File: src/source/trace_pkg.sv
package trace_pkg;

    // Pipeline stages in program order and slot index
    typedef enum logic [2:0] {
        FETCH     = 3'd0,
        DECODE    = 3'd1,
        EXECUTE   = 3'd2,
        MEMORY    = 3'd3,
        WRITEBACK = 3'd4
    } stage_t;

    // Instruction classes carried along with each tag
    typedef enum logic [2:0] {
        ALU    = 3'd0,
        LOAD   = 3'd1,
        STORE  = 3'd2,
        BRANCH = 3'd3,
        NOP    = 3'd4
    } op_t;

    // Record field widths
    localparam int TAG_W   = 8;
    localparam int STALL_W = 4;
    localparam int STAMP_W = 16;

    // Stall count stops here
    localparam logic [STALL_W-1:0] STALL_MAX = '1;

    // One slot per stage
    localparam int NUM_STAGES = 5;

    // Retire side sizing
    localparam int QUEUE_DEPTH    = 4;
    localparam int RETIRE_CREDITS = 4;

    localparam int QUEUE_PTR_W = $clog2(QUEUE_DEPTH);
    localparam int COUNT_W     = $clog2(QUEUE_DEPTH + 1);
    localparam int CREDIT_W    = $clog2(RETIRE_CREDITS + 1);

endpackage

File: src/source/stage_tracker.sv
`timescale 1ns/1ns

module stage_tracker
    import trace_pkg::*;
(
    input  logic               clk,
    input  logic               rst,
    input  logic               issue_valid,
    input  logic [TAG_W-1:0]   issue_tag,
    input  op_t                issue_op,
    input  logic               stall,
    input  logic               hold,
    output logic               issue_ready,
    output logic               wb_valid,
    output logic [TAG_W-1:0]   wb_tag,
    output op_t                wb_op,
    output logic [STALL_W-1:0] wb_stalls,
    output logic [STAMP_W-1:0] wb_stamp
);

    // One slot per stage indexed by stage_t
    logic               slot_valid  [NUM_STAGES];
    logic [TAG_W-1:0]   slot_tag    [NUM_STAGES];
    op_t                slot_op     [NUM_STAGES];
    logic [STALL_W-1:0] slot_stalls [NUM_STAGES];

    logic [STAMP_W-1:0] cycle_cnt;
    logic               running;

    // Fetch and decode move only without stall and hold
    logic               front_adv;
    // Execute, memory and writeback move unless held
    logic               back_adv;
    logic               count_stall;
    logic               issue_fire;

    function automatic logic [STALL_W-1:0] sat_inc(input logic [STALL_W-1:0] count);
        logic [STALL_W-1:0] result;
        if (count == STALL_MAX) begin
            result = count;
        end else begin
            result = count + 1'b1;
        end
        return result;
    endfunction

    assign front_adv   = !stall && !hold;
    assign back_adv    = !hold;
    // A held cycle is not a stall cycle
    assign count_stall = stall && !hold;

    // Fetch always empties into decode when the front end advances,
    // so an occupied fetch slot blocks issue only under stall or hold
    assign issue_ready = running && front_adv;
    assign issue_fire  = issue_valid && issue_ready;

    // Ready stays low for the first cycle out of reset
    always_ff @(posedge clk) begin
        if (rst) begin
            running <= 1'b0;
        end else begin
            running <= 1'b1;
        end
    end

    // Free-running cycle counter that wraps
    always_ff @(posedge clk) begin
        if (rst) begin
            cycle_cnt <= '0;
        end else begin
            cycle_cnt <= cycle_cnt + 1'b1;
        end
    end

    // Slot occupancy
    always_ff @(posedge clk) begin
        if (rst) begin
            for (int i = 0; i < NUM_STAGES; i++) begin
                slot_valid[i] <= 1'b0;
            end
        end else if (hold) begin
            // Writeback still drains into the queue's reserved entry
            slot_valid[WRITEBACK] <= 1'b0;
        end else begin
            slot_valid[WRITEBACK] <= slot_valid[MEMORY];
            slot_valid[MEMORY]    <= slot_valid[EXECUTE];
            // Stall turns execute into a bubble
            slot_valid[EXECUTE]   <= slot_valid[DECODE] && !stall;
            if (!stall) begin
                slot_valid[DECODE] <= slot_valid[FETCH];
                slot_valid[FETCH]  <= issue_fire;
            end
        end
    end

    // Slot payload follows the occupancy moves
    always_ff @(posedge clk) begin
        if (back_adv) begin
            for (int i = EXECUTE; i <= WRITEBACK; i++) begin
                slot_tag[i]    <= slot_tag[i-1];
                slot_op[i]     <= slot_op[i-1];
                slot_stalls[i] <= slot_stalls[i-1];
            end
        end
        if (front_adv) begin
            slot_tag[DECODE]    <= slot_tag[FETCH];
            slot_op[DECODE]     <= slot_op[FETCH];
            slot_stalls[DECODE] <= slot_stalls[FETCH];
            slot_tag[FETCH]     <= issue_tag;
            slot_op[FETCH]      <= issue_op;
            slot_stalls[FETCH]  <= '0;
        end else if (count_stall) begin
            // Both front stages sit still and each gets charged a cycle
            slot_stalls[FETCH]  <= sat_inc(slot_stalls[FETCH]);
            slot_stalls[DECODE] <= sat_inc(slot_stalls[DECODE]);
        end
    end

    // Retirement event is the writeback slot itself
    assign wb_valid  = slot_valid[WRITEBACK];
    assign wb_tag    = slot_tag[WRITEBACK];
    assign wb_op     = slot_op[WRITEBACK];
    assign wb_stalls = slot_stalls[WRITEBACK];
    assign wb_stamp  = cycle_cnt;

    // A held cycle drains writeback and refills nothing behind it
    a_hold_blocks_wb: assert property (
        @(posedge clk) disable iff (rst)
        hold |=> !wb_valid
    );

    // Fetch slot does not take a new instruction across a stall cycle
    a_no_issue_in_stall: assert property (
        @(posedge clk) disable iff (rst)
        stall |=> $stable(slot_valid[FETCH]) && $stable(slot_tag[FETCH])
    );

endmodule

File: src/source/retire_queue.sv
`timescale 1ns/1ns

module retire_queue
    import trace_pkg::*;
(
    input  logic               clk,
    input  logic               rst,
    input  logic               wb_valid,
    input  logic [TAG_W-1:0]   wb_tag,
    input  op_t                wb_op,
    input  logic [STALL_W-1:0] wb_stalls,
    input  logic [STAMP_W-1:0] wb_stamp,
    input  logic               retire_credit,
    output logic               hold,
    output logic               retire_valid,
    output logic [TAG_W-1:0]   retire_tag,
    output op_t                retire_op,
    output logic [STALL_W-1:0] retire_stalls,
    output logic [STAMP_W-1:0] retire_stamp
);

    // Record storage
    logic [TAG_W-1:0]     mem_tag    [QUEUE_DEPTH];
    op_t                  mem_op     [QUEUE_DEPTH];
    logic [STALL_W-1:0]   mem_stalls [QUEUE_DEPTH];
    logic [STAMP_W-1:0]   mem_stamp  [QUEUE_DEPTH];

    logic [QUEUE_PTR_W-1:0] wr_ptr;
    logic [QUEUE_PTR_W-1:0] rd_ptr;
    logic [COUNT_W-1:0]     count;
    logic [CREDIT_W-1:0]    credits;

    logic push;
    logic pop;

    function automatic logic [QUEUE_PTR_W-1:0] next_ptr(input logic [QUEUE_PTR_W-1:0] ptr);
        logic [QUEUE_PTR_W-1:0] result;
        if (ptr == QUEUE_PTR_W'(QUEUE_DEPTH - 1)) begin
            result = '0;
        end else begin
            result = ptr + 1'b1;
        end
        return result;
    endfunction

    assign push = wb_valid;
    // Head goes out whenever a credit is left to pay for it
    assign pop  = (count != '0) && (credits != '0);

    // One free entry stays reserved for the record leaving writeback
    assign hold = count >= COUNT_W'(QUEUE_DEPTH - 1);

    always_ff @(posedge clk) begin
        if (push) begin
            mem_tag[wr_ptr]    <= wb_tag;
            mem_op[wr_ptr]     <= wb_op;
            mem_stalls[wr_ptr] <= wb_stalls;
            mem_stamp[wr_ptr]  <= wb_stamp;
        end
    end

    always_ff @(posedge clk) begin
        if (rst) begin
            wr_ptr <= '0;
            rd_ptr <= '0;
            count  <= '0;
        end else begin
            if (push) begin
                wr_ptr <= next_ptr(wr_ptr);
            end
            if (pop) begin
                rd_ptr <= next_ptr(rd_ptr);
            end
            case ({push, pop})
                2'b10:   count <= count + 1'b1;
                2'b01:   count <= count - 1'b1;
                default: count <= count;
            endcase
        end
    end

    // Credit counter saturating at the reset grant
    always_ff @(posedge clk) begin
        if (rst) begin
            credits <= CREDIT_W'(RETIRE_CREDITS);
        end else begin
            case ({pop, retire_credit})
                2'b10: credits <= credits - 1'b1;
                2'b01: begin
                    if (credits != CREDIT_W'(RETIRE_CREDITS)) begin
                        credits <= credits + 1'b1;
                    end
                end
                default: credits <= credits;
            endcase
        end
    end

    assign retire_valid  = pop;
    assign retire_tag    = mem_tag[rd_ptr];
    assign retire_op     = mem_op[rd_ptr];
    assign retire_stalls = mem_stalls[rd_ptr];
    assign retire_stamp  = mem_stamp[rd_ptr];

    // Tracker must never push into a full queue
    a_no_overflow: assert property (
        @(posedge clk) disable iff (rst)
        push |-> count < COUNT_W'(QUEUE_DEPTH)
    );

    a_credit_limit: assert property (
        @(posedge clk) disable iff (rst)
        credits <= CREDIT_W'(RETIRE_CREDITS)
    );

    // Spending the last credit without a return stops the output next cycle
    a_last_credit: assert property (
        @(posedge clk) disable iff (rst)
        retire_valid && (credits == CREDIT_W'(1)) && !retire_credit |=> !retire_valid
    );

endmodule

File: src/source/pipe_trace_top.sv
`timescale 1ns/1ns

module pipe_trace_top
    import trace_pkg::*;
(
    input  logic               clk,
    input  logic               rst,
    input  logic               issue_valid,
    input  logic [TAG_W-1:0]   issue_tag,
    input  op_t                issue_op,
    output logic               issue_ready,
    input  logic               stall,
    input  logic               retire_credit,
    output logic               retire_valid,
    output logic [TAG_W-1:0]   retire_tag,
    output op_t                retire_op,
    output logic [STALL_W-1:0] retire_stalls,
    output logic [STAMP_W-1:0] retire_stamp
);

    // Writeback record from tracker to queue
    logic               wb_valid;
    logic [TAG_W-1:0]   wb_tag;
    op_t                wb_op;
    logic [STALL_W-1:0] wb_stalls;
    logic [STAMP_W-1:0] wb_stamp;
    // Back-pressure from queue to tracker
    logic               hold;

    stage_tracker stage_tracker_i (
        .clk         (clk),
        .rst         (rst),
        .issue_valid (issue_valid),
        .issue_tag   (issue_tag),
        .issue_op    (issue_op),
        .stall       (stall),
        .hold        (hold),
        .issue_ready (issue_ready),
        .wb_valid    (wb_valid),
        .wb_tag      (wb_tag),
        .wb_op       (wb_op),
        .wb_stalls   (wb_stalls),
        .wb_stamp    (wb_stamp)
    );

    retire_queue retire_queue_i (
        .clk           (clk),
        .rst           (rst),
        .wb_valid      (wb_valid),
        .wb_tag        (wb_tag),
        .wb_op         (wb_op),
        .wb_stalls     (wb_stalls),
        .wb_stamp      (wb_stamp),
        .retire_credit (retire_credit),
        .hold          (hold),
        .retire_valid  (retire_valid),
        .retire_tag    (retire_tag),
        .retire_op     (retire_op),
        .retire_stalls (retire_stalls),
        .retire_stamp  (retire_stamp)
    );

endmodule

File: config.mk
export PLATFORM = sky130hd
export DESIGN_NAME = pipe_trace_top
export DESIGN_NICKNAME = d
export VERILOG_FILES = /design/src/source/trace_pkg.sv /design/src/source/stage_tracker.sv /design/src/source/retire_queue.sv /design/src/source/pipe_trace_top.sv
export SDC_FILE = /design/constraint.sdc
export NUM_CORES = 1
export LEC_CHECK = 0
export BUFFER_PORTS_ARGS = -buffer_cell sky130_fd_sc_hd__buf_2
export CAP_MARGIN = 20
export CORE_ASPECT_RATIO = 0.9
export CORE_MARGIN = 4
export CORE_UTILIZATION = 44
export DETAILED_ROUTE_END_ITERATION = 12
export SYNTH_ARGS = -nofsm -noshare
export SYNTH_HDL_FRONTEND = slang
export SYNTH_SLANG_ARGS = --single-unit
File: constraint.sdc
create_clock -name clk -period 2.69 [get_ports clk]
set_input_delay 0.538 -clock clk [delete_from_list [all_inputs] [get_ports clk]]
set_output_delay 0.538 -clock clk [all_outputs]
set_load 0.01 [all_outputs]
Word level (Yosys, flattened, before mapping)

Memories as Yosys holds them, arrays and structs flattened. A register that Yosys moved wholly into a read port is not among the register bits.
Cells that the tools add are included.

Bits in registers: 27
RAM bits: 204
Bits of input ports: 16
Output and inout port bits: 33
Word-level logic and storage cells: 102
Memories kept: 8

Add/subtract/negate cells: 9
Order comparisons: 1
Equal/unequal tests: 10
Mux-type cells: 47
Bitwise gates (word level): 8
Reduce and logical (&&, ||, !) cells: 13

Memory list:

| name                        | words | width | rd ports | clocked after memory_dff | wr ports | line                | text |
|---|---|---|---|---|---|---|---|
| retire_queue_i.mem_stamp    | 4     | 16    | 1        | 1                        | 1        | retire_queue.sv:26  | `logic [STAMP_W-1:0] mem_stamp [QUEUE_DEPTH];` |
| stage_tracker_i.slot_tag    | 5     | 8     | 5        | 0                        | 5        | stage_tracker.sv:23 | `logic [TAG_W-1:0] slot_tag [NUM_STAGES];` |
| retire_queue_i.mem_tag      | 4     | 8     | 1        | 1                        | 1        | retire_queue.sv:23  | `logic [TAG_W-1:0] mem_tag [QUEUE_DEPTH];` |
| stage_tracker_i.slot_stalls | 5     | 4     | 5        | 0                        | 5        | stage_tracker.sv:25 | `logic [STALL_W-1:0] slot_stalls [NUM_STAGES];` |
| retire_queue_i.mem_stalls   | 4     | 4     | 1        | 1                        | 1        | retire_queue.sv:25  | `logic [STALL_W-1:0] mem_stalls [QUEUE_DEPTH];` |
| stage_tracker_i.slot_op     | 5     | 3     | 5        | 0                        | 5        | stage_tracker.sv:24 | `op_t slot_op [NUM_STAGES];` |
| +2 memories                 | --    | --    | --       | --                       | --       | --                  |  |

Operators by type and width:

| cell                                                   | number |
|---|---|
| two-way mux 4 bit                                      | 8 |
| two-way mux 1 bit                                      | 26 |
| two-way mux 2 bit                                      | 10 |
| adder 16 x 1 -> 16 bit (second input constant)         | 1 |
| case mux 3 bit (2 select lines)                        | 2 |
| adder 4 x 1 -> 4 bit (second input constant)           | 2 |
| equality test 2 bit (second input constant)            | 4 |
| equality test 4 bit (second input constant)            | 2 |
| bitwise OR 1 bit                                       | 8 |
| adder 3 x 1 -> 3 bit (second input constant)           | 2 |
| logical AND 1 bit                                      | 6 |
| nonzero test 3 bit                                     | 2 |
| subtractor 3 x 1 -> 3 bit (second input constant)      | 2 |
| adder 2 x 1 -> 2 bit (second input constant)           | 2 |
| equality test 2 x 1 -> 1 bit (second input constant)   | 2 |
| nonzero test 2 bit                                     | 2 |
| >= comparator 3 x 2 -> 1 bit (second input constant)   | 1 |
| two-way mux 3 bit                                      | 1 |
| inequality test 3 bit (second input constant)          | 1 |
| zero test 1 bit                                        | 2 |
| inequality test 2 x 1 -> 1 bit (second input constant) | 1 |
| AND reduction 2 bit                                    | 1 |

Longest topological paths before layout

Word-level depth: 7
Mapped depth: 8
Mapped depth without buffers: 8

Hierarchy

From an unflattened synthesis, not the netlist that was laid out.

Cell total of the unflattened synthesis: 440
Area total of the unflattened synthesis: 8,587.0 um^2

By module, submodules not included:

| module        | times used | cells each | area an instance (um^2) | seq. area each (um^2) |
|---|---|---|---|---|
| retire_queue  | 1          | 233        | 5,142.4                 | 3,963.8 |
| stage_tracker | 1          | 207        | 3,444.6                 | 2,742.6 |

Worst setup path before layout

No wires, ideal clock.

Path type: register to output
Start: register retire_queue_i.count[1]
End: output issue_ready
Data arrival time: 1.871 ns
Data required time: 2.152 ns
Setup slack: 0.281 ns
Cell stages (with the launch flop): 4
Path buffers: 0
Path through: dfxtp_1 -> a21o_2 -> nor2_1 -> and2_1

Cells in the longest elaborated chain, start to end: 4

Ends and longest elaborated chain:

| element                       | line                 | text |
|---|---|---|
| start: declaration            | retire_queue.sv:30   | `logic [COUNT_W-1:0] count;` |
| start signal: assignment      | retire_queue.sv:75   | `2'b10: count <= count + 1'b1;` |
| start signal: assignment      | retire_queue.sv:76   | `2'b01: count <= count - 1'b1;` |
| start signal: assignment      | retire_queue.sv:77   | `default: count <= count;` |
| >= comparator 3 x 2 -> 1 bit  | retire_queue.sv:51   | `assign hold = count >= COUNT_W'(QUEUE_DEPTH - 1);` |
| zero test 1 bit               | stage_tracker.sv:47  | `assign front_adv = !stall && !hold;` |
| logical AND 1 bit             | stage_tracker.sv:47  |  |
| via stage_tracker_i.front_adv | stage_tracker.sv:31  | `logic front_adv;` |
| logical AND 1 bit             | stage_tracker.sv:54  | `assign issue_ready = running && front_adv;` |
| end: declaration              | pipe_trace_top.sv:11 | `output logic issue_ready,` |

The timed path passes the listed nets, and every way through them passes these cells.

==> reports/results.tsv <==
stage	metric	value	unit
layout	syn2layout_area_growth	15.8	%
synth	postSynth.asyncResetShare	0	%
power_and_ir_drop	leakage	3.35	nW
synth	syn_nets	455	
layout	fill_cells	1476	
power_and_ir_drop	irDropWorstVdd	0.438	mV
synth	synth_area	8460	um^2
setup_path	worst_setup_path_end_kind	output port	
power_and_ir_drop	finalPower	9.93	mW
sta	setup_viol	0	
synth	synthCells	428	
cts	cts_htree_levels	1	
cts	cts_hold_buf	0	
run	max_cap_violations	0	
grt	grt_max_degree	32	
setup_path	cp_max_fo	31	
grt	grt_pass1_wl	21.7	mm
grt	grt_pass1_vias	4026	
sta	slew_violations	0	
layout	antenna_cells	0	
synth	ys_warn_count	0	
run_status	status	finished clean	
synth	syn_avg_cell_area	19.8	um^2
detailed_routing	routed_via_density	5.04	
cts	cts_tree	done	
worst_hold_path	hold_depth	1	
synth	synth_edf_count	204	
sta	fin_ws	0.296	ns
die	row_count	47	
synth	synth_cell_types	41	
cts	cts_max_path_buffers	3	
place	hpwl	7.56	mm
die	initial_core_util	45.4	%
cts	cts_resized	0	
sta	timing.final.crit_share	89.0	%
setup_path	criticalPathCategory	flop to output port	
layout	multi_input_area	1670	um^2
sta	skew	0.0135	ns
die	die_w	154	um
sta	period_needed	2.39	ns
detailed_routing	drtIter0Drc	147	
cts	clkLatencyLatePin	0.51	ns
detailed_routing	ant_nets	0	
place	dp_slack	0.361	ns
die	core_area	18600	um^2
setup_path	worstPathArrival	1.86	ns
sta	finalHoldViolCount	0	
die	io-pin-count	49	
cts	cts_buffers	25	
grt	grtUsageTotal	12.5	%
sta	fmax	0.418	GHz
grt	grt-ovfl-total	0	
layout	num-nets-final	528	
synth	synthFlopType	edfxtp_1	
place	io_buffers	48	
place	place_congestion	0.718	
detailed_routing	num_vias	3855	
setup_path	cp-start-kind	flop	
detailed_routing	drc_errors	0	
detailed_routing	wl_per_cell	17.2	um
setup_path	cp.required	2.15	ns
layout	finish.instance_area	9790	um^2
synth	synthMuxAreaShare	8.76	%
synth	yosys.area_share.simple	5.09	%
synth	ys_seq_area_share	79.3	%
setup_path	rr_worst_depth	8	
place	place_area	9040	um^2
grt	antenna_found_initial	0	
die	die_h	140	um
sta	setup_tns	0	ns
cts	clkSinkCount	233	
worst_hold_path	hp-class	primary input to flop	
detailed_routing	dr.pass1.iters	4	
cts	cts_setup_buffers	0	
sta	rsz0062_at_grt	false	
layout	seq_area	6710	um^2
die	die-area	21500	um^2
synth	synth_compound_area_share	1.92	%
synth	ys_seq_elements	233	
cts	clkTransAtPathRegs	0.06	ns
power_and_ir_drop	power_density	1010	nW/um^2
layout	drive_gt1_share	26.0	%
cts	clockRootBuffer	clkbuf_16	
sta	relSlewSlack	60.1	%
synth	synthAdderAreaFrac	1.80	%
sta	worstMarginPinSlew	0.598	ns
synth	synth_top_family_by_area	multiplexers	
synth	synth_xor_area_share	2.07	%
detailed_routing	wirelength	13.1	mm
cell families after synthesis:
logic type | count (synthesis)
fa+ha+maj | 11
buf+inv | 22
xor+xnor | 20
flops | 233
mux | 35
simple gates | 82
other cells | 1
compound gates | 24
synth_stat cells (3+ instances only):
master,number,area share [%]
a21oi_1,5,0.30
and2_1,5,0.37
and3_1,3,0.22
buf_1,3,0.13
buf_2,4,0.24
clkbuf_1,3,0.13
dfxtp_1,29,6.9
edfxtp_1,204,72
ha_1,9,1.3
inv_1,11,0.49
mux4_2,31,8.3
nand2_1,13,0.58
nand3_1,8,0.47
nor2_1,30,1.3
nor2b_1,4,0.30
nor3_1,7,0.41
nor4_2,3,0.44
o21ai_0,8,0.47
xnor2_1,14,1.4
xor2_1,6,0.62
per-layer routing:
metal  vias up  track usage, %  share of wire, %  wire, um
met5         -               0                 0         0
met4         0            3.49               2.3       302
met3        25            2.83               4.4       579
met2        77            20.7                49      6470
met1      1934            16.9                44      5800
li1       1819               -                 -         -
per-stage QoR:
| step | std cells | util [%] | hold slack [ns] |
|---|---|---|---|
| CTS | 765 | 52.5 | 0.180 |
| detailed placement | 719 | 48.5 | 0.405 |
| global route | 765 | 52.5 | 0.178 |
| finish | 765 | 52.5 | 0.205 |
| global placement | 719 | 48.5 | 0.401 |
| floorplan | 428 | - | 0.400 |
worst paths after layout:
kind / endpoint / slack, ns / from
setup reg to reg: retire_queue_i.count[2] / 0.32 / retire_queue_i.credits[1]
setup / recovery: retire_stamp[8] / 0.30 / flop
hold reg to reg: stage_tracker_i.slot_tag[0][20] / 0.41 / stage_tracker_i.slot_tag[0][12]
hold / removal: stage_tracker_i.slot_tag[0][5] / 0.21 / issue_tag[5]
worst max-delay path: stages (launching register included):
cell     delay [ns]
dfxtp_2        0.34
buf_12         0.27
mux4_2         0.58
buf_2          0.16
area by class of cell:
| type | instances | area share (%) |
|---|---|---|
| inverter | 12 | 0.460 |
| tap | 245 | 3.13 |
| clock inverter | 9 | 0.447 |
| multi-input combinational | 173 | 17.0 |
| timing repair buffer | 56 | 3.19 |
| sequential | 233 | 68.5 |
| clock buffer | 37 | 7.26 |
where the power goes:
| part | total [mW] | internal [mW] | leakage [nW] | switching, mW |
|---|---|---|---|---|
| clock | 3.08 | 1.82 | 0.373 | 1.26 |
| combinational | 1.64 | 0.736 | 0.759 | 0.899 |
| sequential | 5.21 | 4.89 | 2.22 | 0.321 |
| total | 9.93 | 7.44 | 3.35 | 2.48 |
cells in the final DEF, fill, tap and decap left out, types with 8 or more instances in the layout:
cell	instances
buf_2	48
clkbuf_1	8
clkbuf_16	25
dfxtp_1	28
edfxtp_1	204
ha_1	9
inv_1	11
mux4_2	31
nand2_1	13
nand3_1	8
nor2_1	29
o21ai_0	8
xnor2_1	14
registers in the layout, summed over array words and instances (netlist names), named ones only:
signal / flops
stage_tracker_i.wb_stamp: 16
stage_tracker_i.slot_tag: 40
retire_queue_i.credits: 3
stage_tracker_i.slot_op: 15
retire_queue_i.mem_stalls: 16
retire_queue_i.rd_ptr: 2
stage_tracker_i.slot_valid: 5
retire_queue_i.count: 3
stage_tracker_i.slot_stalls: 20
retire_queue_i.mem_stamp: 64
stage_tracker_i.running: 1
retire_queue_i.mem_op: 12
retire_queue_i.wr_ptr: 2
retire_queue_i.mem_tag: 32
(Power assumes the default switching activity.)
